**config.mk**
```make
export PLATFORM = sky130hd
export DESIGN_NAME = nts_tx_writer
export DESIGN_NICKNAME = d
export VERILOG_FILES = /design/src/hdl/nts_tx_pkg.sv /design/src/hdl/nts_tx_writer.sv
export SDC_FILE = /design/constraint.sdc
export NUM_CORES = 1
export LEC_CHECK = 0
export BUFFER_PORTS_ARGS = -buffer_cell sky130_fd_sc_hd__buf_2
export CAP_MARGIN = 10
export CORE_MARGIN = 4
export CORE_UTILIZATION = 40
export CTS_CLUSTER_DIAMETER = 80
export DETAILED_ROUTE_END_ITERATION = 12
export PLACE_DENSITY = 0.75
export SLEW_MARGIN = 30
export SYNTH_ARGS = -nofsm -noshare
export SYNTH_HDL_FRONTEND = slang
export SYNTH_SLANG_ARGS = --single-unit
```
**constraint.sdc**
```tcl
create_clock -name i_clk -period 2 [get_ports i_clk]
set_input_delay 0.4 -clock i_clk [delete_from_list [all_inputs] [get_ports i_clk]]
set_output_delay 0.4 -clock i_clk [all_outputs]
set_load 0.01 [all_outputs]
```
**src/hdl/nts_tx_pkg.sv**
```systemverilog
package nts_tx_pkg;

  // -------------------------------------------------------------------------
  // Bank sizing
  // -------------------------------------------------------------------------

  // Word address width of one bank, kept small so overrun is reachable
  localparam int NTS_TX_ADDR_WIDTH = 6;
  // Bank capacity in 64-bit words
  localparam int NTS_TX_WORDS      = 1 << NTS_TX_ADDR_WIDTH;
  // Byte length, eight bytes per word
  localparam int NTS_TX_LEN_WIDTH  = NTS_TX_ADDR_WIDTH + 3;

  typedef logic [NTS_TX_ADDR_WIDTH-1:0] nts_tx_addr_t;
  typedef logic [NTS_TX_LEN_WIDTH-1:0]  nts_tx_len_t;

  // -------------------------------------------------------------------------
  // Bank states
  // -------------------------------------------------------------------------

  typedef enum logic [2:0] {
    BANK_EMPTY    = 3'd0,
    BANK_HAS_DATA = 3'd1,
    BANK_FIFO_OUT = 3'd2,
    BANK_ERROR    = 3'd4,
    BANK_OVERRUN  = 3'd5
  } nts_tx_state_e;

  // Registered parser write
  typedef struct packed {
    logic        w_en;
    logic [63:0] w_data;
  } nts_tx_wr_t;

  // Packet descriptor, stored per bank
  // A packet filling the whole bank with 8 last bytes wraps len to zero
  typedef struct packed {
    logic        done;
    logic        ipv6;
    nts_tx_len_t len;
  } nts_tx_desc_t;

endpackage
```
**src/hdl/nts_tx_writer.sv**
```systemverilog
`timescale 1ns/1ps

module nts_tx_writer (
  input  logic                     i_clk,
  input  logic                     i_areset,
  input  logic                     i_parser_clear,
  input  logic                     i_parser_w_en,
  input  logic [63:0]              i_parser_w_data,
  input  logic                     i_parser_ipv4_done,
  input  logic                     i_parser_ipv6_done,
  input  logic [3:0]               i_parser_last_bytes,
  output nts_tx_pkg::nts_tx_wr_t   o_wr,
  output nts_tx_pkg::nts_tx_desc_t o_desc,
  output logic                     o_clear
);
  import nts_tx_pkg::*;

  logic         done;
  nts_tx_addr_t word_cnt_q;
  nts_tx_addr_t words_m1;
  nts_tx_len_t  len;
  logic         wr_en_q;
  logic [63:0]  wr_data_q;
  nts_tx_desc_t desc_q;
  logic         clear_q;

  assign done = i_parser_ipv4_done || i_parser_ipv6_done;

  // Words minus one, counting a write given with the done strobe
  assign words_m1 = word_cnt_q + nts_tx_addr_t'(i_parser_w_en) - 1'b1;
  // Full words plus valid bytes of the final word
  assign len = {words_m1, 3'b000} + nts_tx_len_t'(i_parser_last_bytes);

  always_ff @(posedge i_clk or posedge i_areset) begin
    if (i_areset) begin
      word_cnt_q <= '0;
      wr_en_q    <= 1'b0;
      desc_q     <= '0;
      clear_q    <= 1'b0;
    end else begin
      wr_en_q <= i_parser_w_en;
      clear_q <= i_parser_clear;
      // Clear cancels a done in the same cycle
      desc_q.done <= done && !i_parser_clear;
      if (done) begin
        desc_q.ipv6 <= i_parser_ipv6_done;
        desc_q.len  <= len;
      end
      // New packet count after done or clear
      if (i_parser_clear || done) begin
        word_cnt_q <= '0;
      end else if (i_parser_w_en) begin
        word_cnt_q <= word_cnt_q + 1'b1;
      end
    end
  end

  // Data word of the write record
  always_ff @(posedge i_clk) begin
    if (i_parser_w_en) begin
      wr_data_q <= i_parser_w_data;
    end
  end

  assign o_wr.w_en   = wr_en_q;
  assign o_wr.w_data = wr_data_q;
  assign o_desc      = desc_q;
  assign o_clear     = clear_q;

  // Parser reports one address family per packet
  a_one_done: assert property (@(posedge i_clk) disable iff (i_areset)
    !(i_parser_ipv4_done && i_parser_ipv6_done));

endmodule

```
==> results.toml <==
[global_routing]
antenna_found_initial = 1
grt_pass1_vias = 1969
grt.total_usage = 0.154
grt_overflow = 0
grt_pass1_wl_mm = 9.98
grt_max_degree = 71

[final_layout]
final_util = 0.585
fillers = 535
drive_above_1_share = 0.572
stdcell_area_um2 = 4060
final_cells = 421
area_delta_synth_final_pct = 38.8
antenna-diode-count = 0
nNetsFinal = 400

[floorplan]
ios = 151
core_um2 = 6940
die_area_um2 = 8750
die_w_um = 93.5
num_rows = 30
die_h_um = 93.5
initial_core_util = 0.421

[drt]
post_drt_wl_per_cell_um = 16.0
vias_per_cell = 4.52
drt_iter0_drc = 71
dr.pass1.iters = 4
final_antenna_net_count = 0
vias = 1903
drc = 0
routed_wirelength_mm = 6.73

[clock_network]
holdBufCountCts = 0
cts_buffers = 9
cts_tree = "yes"
cts.sinks = 83
path_clk_slew_ns = 0.08
worstSkewPairLatency_ns = 0.34
root_buffer = "clkbuf_8"
cts_buffer_depth = 2
htree_levels = 3

[critical_path]
r2r_setup_slack_ns = 0.06
critPathCaptureType = "flip-flop"
worstPathArrival_ns = 2.17
cpPeakStageDelay_ns = 0.45
cp_max_fo = 2
crit_type = "reg2reg"
crit_chain = "inv_2, ha_4, or4b_4, or3_4, a2111oi_4, o31ai_1"
cp.required_ns = 2.23
worstSetupStartpointType = "flip-flop"
cp_slowest_cell = "or4b_4"
r2r_cells = 6

[sta]
clock.fmax_ghz = 0.516
setup_slack_ns = 0.0608
finClkSkew_ns = 0.00291
hold_viol_final = 0
timing.hold.ws_ns = 0.182
period_needed_ns = 1.94
post-route-period-util = 0.970
fin_tns_setup_ns = 0
worstMarginPinSlew_ns = 0.834
slew_headroom = 0.444
setup_viol = 0
rsz0062_at_grt = "yes"
maxSlewViolCount = 0

[run]
drv_cap = 0

[synthesis]
synth_warnings = 0
synth-seq-area-share = 0.820
synth_edf_count = 64
synthArstFlopShare = 0.229
synthDistinctLibCells = 32
ys_ff_latch = 83
syn_inst = 157
syn-num-nets = 236
syn_area_um2 = 2930
synth_flop_cell = "edfxtp_1"
syn_area_per_cell_um2 = 18.6

[hold_path]
hp-class = "in2async"

[pwr]
peakVddDrop_mv = 0.384
power.total_mw = 3.71
p_per_area_nw_per_um2 = 912
p_leak_nw = 1.79

[placement]
place_inst = 405
hpwl_mm = 5.20
portBuffers = 150
dp_slack_ns = -0.102
place_area_um2 = 3840
routabilityCongestion = 0.786

[outcome]
outcome = "complete, no violations"
## sequential cells by signal (all words and copies together) (netlist names)
register / flops
wr_data_q: 64
o_desc: 11
o_clear: 1
wr_en_q: 1
word_cnt_q: 6
## worst max-delay path, delay by kind of cell (launching register included)
family | cells | cell delay (ns)
AND/OR/NAND/NOR | 2 | 0.81
AO/OA/AOI/OAI | 2 | 0.43
flip-flops | 1 | 0.40
adder cells (fa/ha/maj) | 1 | 0.12
buffers and inverters | 1 | 0.07
## power breakdown
part / switching, mW / total, mW / internal (mW)
clock: 0.577 / 1.28 / 0.700
sequential: 0.0347 / 2.04 / 2.00
combinational: 0.213 / 0.391 / 0.177
## repair_timing
item | 4_1_cts | 5_1_grt
gates resized for setup | 0 | 1
endpoints found under the setup margin | 0 | 2
buffers inserted | 0 | 1
## Yosys cell counts, types with 2 or more instances
| master | n | area (um^2) |
|---|---|---|
| nor3_1 | 2 | 10.0 |
| inv_1 | 8 | 30.0 |
| nand2_1 | 7 | 26.3 |
| edfxtp_1 | 64 | 1920 |
| dfrtp_1 | 19 | 475 |
| o21ai_0 | 3 | 15.0 |
| nor2_1 | 7 | 26.3 |
| or3_1 | 2 | 12.5 |
| nand4_1 | 2 | 12.5 |
| xnor2_1 | 7 | 61.3 |
| nor3b_1 | 2 | 15.0 |
| clkbuf_1 | 4 | 15.0 |
| ha_1 | 5 | 62.6 |
| mux2_2 | 5 | 56.3 |
| xor2_1 | 3 | 26.3 |
## cell usage in the layout, fill, tap and decap left out, types with 2 or more instances in the layout
cell	synthesis	final
buf_2	1	150
dfrtp_1	19	19
xnor2_1	7	7
bufinv_16	0	2
nor2_1	7	7
edfxtp_1	64	64
xor2_1	3	3
nor3_1	2	2
nand2_1	7	7
buf_4	1	10
mux2_2	5	5
nor3b_1	2	2
ha_1	5	4
or3_1	2	2
nand4_1	2	2
inv_1	8	6
o21ai_0	3	3
clkbuf_8	0	9
## cell type report
class | count | area (um^2) | share of cell area
Clock buffer | 9 | 124 | 0.0305
Clock inverter | 6 | 90.1 | 0.0222
Inverter | 8 | 32.5 | 0.00801
Multi-Input combinational cell | 59 | 472 | 0.116
Sequential cell | 83 | 2400 | 0.590
Tap cell | 96 | 120 | 0.0296
Timing Repair Buffer | 160 | 826 | 0.203
## routing by layer
| metal | GRT usage | vias up | part of all wire | wire length (um) |
|---|---|---|---|---|
| li1 | - | 901 | - | - |
| met4 | 0.0403 | 2 | 0.0091 | 61 |
| met5 | 0 | - | 0.0018 | 12 |
| met1 | 0.165 | 889 | 0.35 | 2380 |
| met3 | 0.0772 | 7 | 0.13 | 864 |
| met2 | 0.267 | 104 | 0.51 | 3410 |
## worst paths after layout
| kind | startpoint | endpoint |
|---|---|---|
| setup / recovery | word_cnt_q[0] | o_desc[8] |
| hold / removal | i_areset | o_desc[5] |
| setup reg to reg | word_cnt_q[0] | o_desc[8] |
| hold reg to reg | o_desc[9] | o_desc[9] |
| max in group asynchronous | i_areset | o_desc[1] |
| min in group i_clk | i_parser_clear | o_clear |
## logic make-up (layout without fill, tap and decap cells)
| group | count (synthesis) | in the layout | share of synthesized area |
|---|---|---|---|
| DFF | 83 | 83 | 0.820 |
| xor gates and xnor gates | 10 | 10 | 0.0299 |
| muxes | 6 | 6 | 0.0227 |
| and+or+nand+nor | 27 | 27 | 0.0505 |
| AOI/OAI and AO/OA | 11 | 11 | 0.0325 |
| buffers and inverters | 15 | 183 | 0.0235 |
| adders and majority gates | 5 | 5 | 0.0214 |
(Power assumes the default switching activity.)
