[src/hdl/nts_tx_pkg.sv]
package nts_tx_pkg;

  // -------------------------------------------------------------------------
  // Bank sizing
  // -------------------------------------------------------------------------

  // Word address width of one bank, kept small so overrun is reachable
  localparam int NTS_TX_ADDR_WIDTH = 6;
  // Bank capacity in 64-bit words
  localparam int NTS_TX_WORDS      = 1 << NTS_TX_ADDR_WIDTH;
  // Byte length, eight bytes per word
  localparam int NTS_TX_LEN_WIDTH  = NTS_TX_ADDR_WIDTH + 3;

  typedef logic [NTS_TX_ADDR_WIDTH-1:0] nts_tx_addr_t;
  typedef logic [NTS_TX_LEN_WIDTH-1:0]  nts_tx_len_t;

  // -------------------------------------------------------------------------
  // Bank states
  // -------------------------------------------------------------------------

  typedef enum logic [2:0] {
    BANK_EMPTY    = 3'd0,
    BANK_HAS_DATA = 3'd1,
    BANK_FIFO_OUT = 3'd2,
    BANK_ERROR    = 3'd4,
    BANK_OVERRUN  = 3'd5
  } nts_tx_state_e;

  // Registered parser write
  typedef struct packed {
    logic        w_en;
    logic [63:0] w_data;
  } nts_tx_wr_t;

  // Packet descriptor, stored per bank
  // A packet filling the whole bank with 8 last bytes wraps len to zero
  typedef struct packed {
    logic        done;
    logic        ipv6;
    nts_tx_len_t len;
  } nts_tx_desc_t;

endpackage
[src/hdl/nts_tx_dispatch.sv]
`timescale 1ns/1ps

module nts_tx_dispatch (
  input  logic                     i_clk,
  input  logic                     i_areset,
  input  logic                     i_fifo_ready,
  input  nts_tx_pkg::nts_tx_desc_t i_fifo_desc,
  input  logic [63:0]              i_rd_data,
  output logic                     o_rd_en,
  output nts_tx_pkg::nts_tx_addr_t o_rd_addr,
  output logic                     o_packet_read,
  output logic                     o_tx_valid,
  output logic [63:0]              o_tx_data,
  output logic                     o_tx_last,
  output logic [3:0]               o_tx_bytes,
  output logic                     o_tx_ipv6
);
  import nts_tx_pkg::*;

  nts_tx_len_t  len_m1;
  logic         start;
  logic         busy_q;
  nts_tx_addr_t addr_q;
  nts_tx_addr_t last_addr_q;
  logic [3:0]   bytes_q;
  logic         ipv6_q;
  logic         valid_q;
  logic         last_q;
  logic [3:0]   tx_bytes_q;
  logic         tx_ipv6_q;

  // Length minus one splits into last word index and last byte offset
  // Also restores a full bank whose length wrapped to zero
  assign len_m1 = i_fifo_desc.len - 1'b1;
  assign start  = i_fifo_ready && i_fifo_desc.done && !busy_q;

  // One read per cycle while busy
  assign o_rd_en       = busy_q;
  assign o_rd_addr     = addr_q;
  // Bank released with the last read
  assign o_packet_read = busy_q && (addr_q == last_addr_q);

  // -------------------------------------------------------------------------
  // Read sequencer and output alignment
  // -------------------------------------------------------------------------

  always_ff @(posedge i_clk or posedge i_areset) begin
    if (i_areset) begin
      busy_q     <= 1'b0;
      addr_q     <= '0;
      valid_q    <= 1'b0;
      last_q     <= 1'b0;
      tx_bytes_q <= '0;
      tx_ipv6_q  <= 1'b0;
    end else begin
      // Memory data follows the read by one cycle
      valid_q    <= busy_q;
      last_q     <= o_packet_read;
      tx_bytes_q <= o_packet_read ? bytes_q : 4'd0;
      tx_ipv6_q  <= busy_q && ipv6_q;
      if (start) begin
        busy_q <= 1'b1;
        addr_q <= '0;
      end else if (o_packet_read) begin
        busy_q <= 1'b0;
      end else if (busy_q) begin
        addr_q <= addr_q + 1'b1;
      end
    end
  end

  // Descriptor fields held for the packet
  always_ff @(posedge i_clk) begin
    if (start) begin
      last_addr_q <= len_m1[NTS_TX_LEN_WIDTH-1:3];
      bytes_q     <= {1'b0, len_m1[2:0]} + 4'd1;
      ipv6_q      <= i_fifo_desc.ipv6;
    end
  end

  assign o_tx_valid = valid_q;
  assign o_tx_data  = i_rd_data;
  assign o_tx_last  = last_q;
  assign o_tx_bytes = tx_bytes_q;
  assign o_tx_ipv6  = tx_ipv6_q;

endmodule

[config.mk]
export PLATFORM = sky130hd
export DESIGN_NAME = nts_tx_dispatch
export DESIGN_NICKNAME = d
export VERILOG_FILES = /design/src/hdl/nts_tx_pkg.sv /design/src/hdl/nts_tx_dispatch.sv
export SDC_FILE = /design/constraint.sdc
export NUM_CORES = 1
export LEC_CHECK = 0
export ABC_AREA = 1
export BUFFER_PORTS_ARGS = -buffer_cell sky130_fd_sc_hd__buf_4
export CAP_MARGIN = 10
export CORE_ASPECT_RATIO = 0.6
export CORE_MARGIN = 3
export CORE_UTILIZATION = 40
export CTS_CLUSTER_DIAMETER = 100
export CTS_CLUSTER_SIZE = 40
export DETAILED_ROUTE_END_ITERATION = 16
export PLACE_DENSITY = 0.86
export SYNTH_ARGS = -nofsm -noshare
export SYNTH_HDL_FRONTEND = slang
export SYNTH_SLANG_ARGS = --single-unit
[constraint.sdc]
create_clock -name i_clk -period 2.6 [get_ports i_clk]
set_input_delay 0.26 -clock i_clk [delete_from_list [all_inputs] [get_ports i_clk]]
set_output_delay 0.26 -clock i_clk [all_outputs]
set_load 0.005 [all_outputs]
==> metrics.cfg <==
[routing]
first_iter_violations = 32
wl_per_cell_um = 12.6
antenna_left = 0
num_vias = 958
drc = 0
drt-pass1-iter-count = 4
vias_per_cell = 4.44
wl_um = 2730

[setup_path]
arrival_ns = 1.59
critical_path_class = reg -> out
start_kind = flip-flop
r2r-start = o_rd_en
crit_start = o_rd_addr[2]
critPathCaptureType = primary output
worstPathRequired_ns = 2.34
cp_max_fo = 7
reg2reg_to = bytes_q[0]
reg2regPathDepth = 3
r2r_setup_slack_ns = 0.93

[power]
peakVddDrop_mv = 0.279
clkPwrFrac_pct = 17.6
combPwrFrac_pct = 33.8
swShare_pct = 35.3
netSwitchingPower_mw = 0.439
power_frac_seq_pct = 48.6
powerDensity_nw_per_um2 = 816
p_int_mw = 0.806
p_leak_nw = 0.774

[cts]
clk_latency_ns = 0.26
h-tree-depth = 1
clockRootBuffer = clkbuf_8
cts_buffer_depth = 2
cts_num_sinks = 25
cts_hold_buf = 0
cts_tree = done
cts.clk_slew.worst_paths_ns = 0.08
cts_resized = 0
cts_buffers = 3
cts_setup_buffers = 0

[yosys]
async_flop_share_pct = 56.0
synthTopCellsByCount = buf_4 (64), nand2_1 (30), inv_1 (23)
synth_adder_area_share_pct = 1.47
yosysTopAreaCell = buf_4
synth_cells = 193
ys_ff_latch = 25
syn_nets = 273
synth_top_family_by_area = buffers and inverters
yosysWarningCount = 0
syn_avg_cell_area_sq_um = 8.79
synth_compound_area_share_pct = 0.737
post-synth-top-area-fraction_pct = 28.3
synthXorXnorAreaFrac_pct = 5.16
synth_mux_area_share_pct = 0
yosysMostFrequentCell = buf_4
synth_simple_gate_area_share_pct = 18.1
synthTopCellsByArea = buf_4 (28%), dfrtp_1 (21%), edfxtp_1 (19%), nand2_1 (6.6%), inv_1 (5.1%)
syn_area_sq_um = 1700
seq_area_frac_synth_pct = 40.1
synth_edf_count = 11
ys.flop_type = dfrtp_1
ys_types = 20

[global_routing]
grt_max_degree = 15
grt_pass1_wl_um = 4350
antenna_found_initial = 0
grt_pass1_vias = 876
gr-total-overflow = 0
grt_usage_pct = 10.6

[timing]
finalSetupTns_ns = 0
rsz0062_at_grt = no
max_slew_margin_pct = 64.7
worst_pin_slew_ns = 0.529
fin_crit_sh_pct = 71.3
slew_viol_final = 0
fmax_mhz = 539
setup_viol = 0
finalHoldViolCount = 0
skew_ns = 0.00466
period_needed_ns = 1.85

[placement]
place_area_sq_um = 1480
globalplace.congestion = 0.826
place.detailed.hpwl_um = 2230
portBuffers = 28

[outcome]
outcome = completed

[cells_and_area]
fin_area_sq_um = 1530
num_antenna_cells = 0
final_nets = 240
area_delta_synth_final_pct = -10.1
fillers = 411
drive_gt1_share_pct = 22.6

[floorplanning]
core_area_sq_um = 3870
die_area_sq_um = 5080
ios = 157
rows = 17
die_w_um = 90.1
die_h_um = 56.4
initial_core_util_pct = 43.8

[job]
cap_violations = 0

[worst_hold_path]
hp-class = in -> async

==> per-layer routing <==
metal / vias to the layer above / global-route usage [%] / wire length [um]
li1: 464 / - / -
met2: 64 / 13.2 / 1020
met5: - / 0 / 0
met4: 0 / 2.61 / 34
met1: 420 / 14.0 / 1260
met3: 10 / 8.30 / 416
==> cell type report <==
cell class,count,area (sq um),share of cell area (%)
Inverter,23,86.3,5.66
Timing Repair Buffer,28,210,13.8
Tap cell,57,71.3,4.68
Clock buffer,4,45.0,2.95
Sequential cell,25,681,44.6
Multi-Input combinational cell,79,432,28.3
==> power by group through the flow <==
stage / registers (mW) / clock network [mW] / logic (mW)
finish: 0.605 / 0.219 / 0.420
global route: 0.623 / 0.246 / 0.468
CTS: 0.603 / 0.228 / 0.423
detailed placement: 0.611 / 0 / 0.421
global placement: 0.607 / 0 / 0.404
floorplan: 0.574 / 0 / 0.365
==> worst max-delay path, cell delays in order (launching register included) <==
cell     delay, ns
dfrtp_1       0.50
inv_1         0.07
nand2_1       0.06
nand2_1       0.06
nor2_2        0.19
nand4_1       0.21
inv_1         0.13
buf_4         0.11
==> sequential cells by signal, indices dropped and copies added (netlist names) <==
register and count:
ipv6_q 1, o_rd_addr 6, bytes_q 4, o_rd_en 1
o_tx_bytes 4, last_addr_q 6, o_tx_ipv6 1, o_tx_last 1
o_tx_valid 1
==> worst max path at each step <==
stage,to,depth (start not counted)
floorplan,bytes_q[0],4
global placement,o_packet_read,7
detailed placement,bytes_q[0],3
CTS,o_packet_read,7
global route,o_packet_read,7
finish,o_packet_read,7
==> logic make-up after synthesis <==
kind of cell             count (synthesis)
buffers and inverters                   89
AND/OR/NAND/NOR                         65
flip-flops                              25
XOR/XNOR                                10
AO/OA/AOI/OAI                            2
adder cells (fa/ha/maj)                  2
==> cells in the final DEF (no fill, tap or decap) <==
cell and instances:
nand2_4 1, nand3_1 15, nor2_2 3, nand4_1 2
nor2_1 9, ha_1 2, o21ai_0 1, dfrtp_1 14
buf_4 28, xor2_1 6, a211oi_1 1, clkbuf_8 3
nand2_1 30, clkbuf_1 1, nand3b_1 2, nor3_1 2
inv_1 23, nand3_4 1, xnor2_1 4, edfxtp_1 11
==> metrics by stage <==
step | cells | hold WS, ns | setup WS, ns | power (mW) | util [%]
final | 216 | 0.0312 | 0.746 | 1.25 | 39.4
after global routing | 216 | 0.0710 | 0.610 | 1.34 | 39.4
after CTS | 216 | 0.0467 | 0.730 | 1.25 | 39.4
after detailed placement | 212 | 0.336 | 0.988 | 1.03 | 38.2
after global placement | 212 | 0.320 | 1.07 | 1.01 | 38.2
after floorplan | 193 | 0.149 | 1.20 | 0.939 | -
Power figures use the tool's default switching activity.
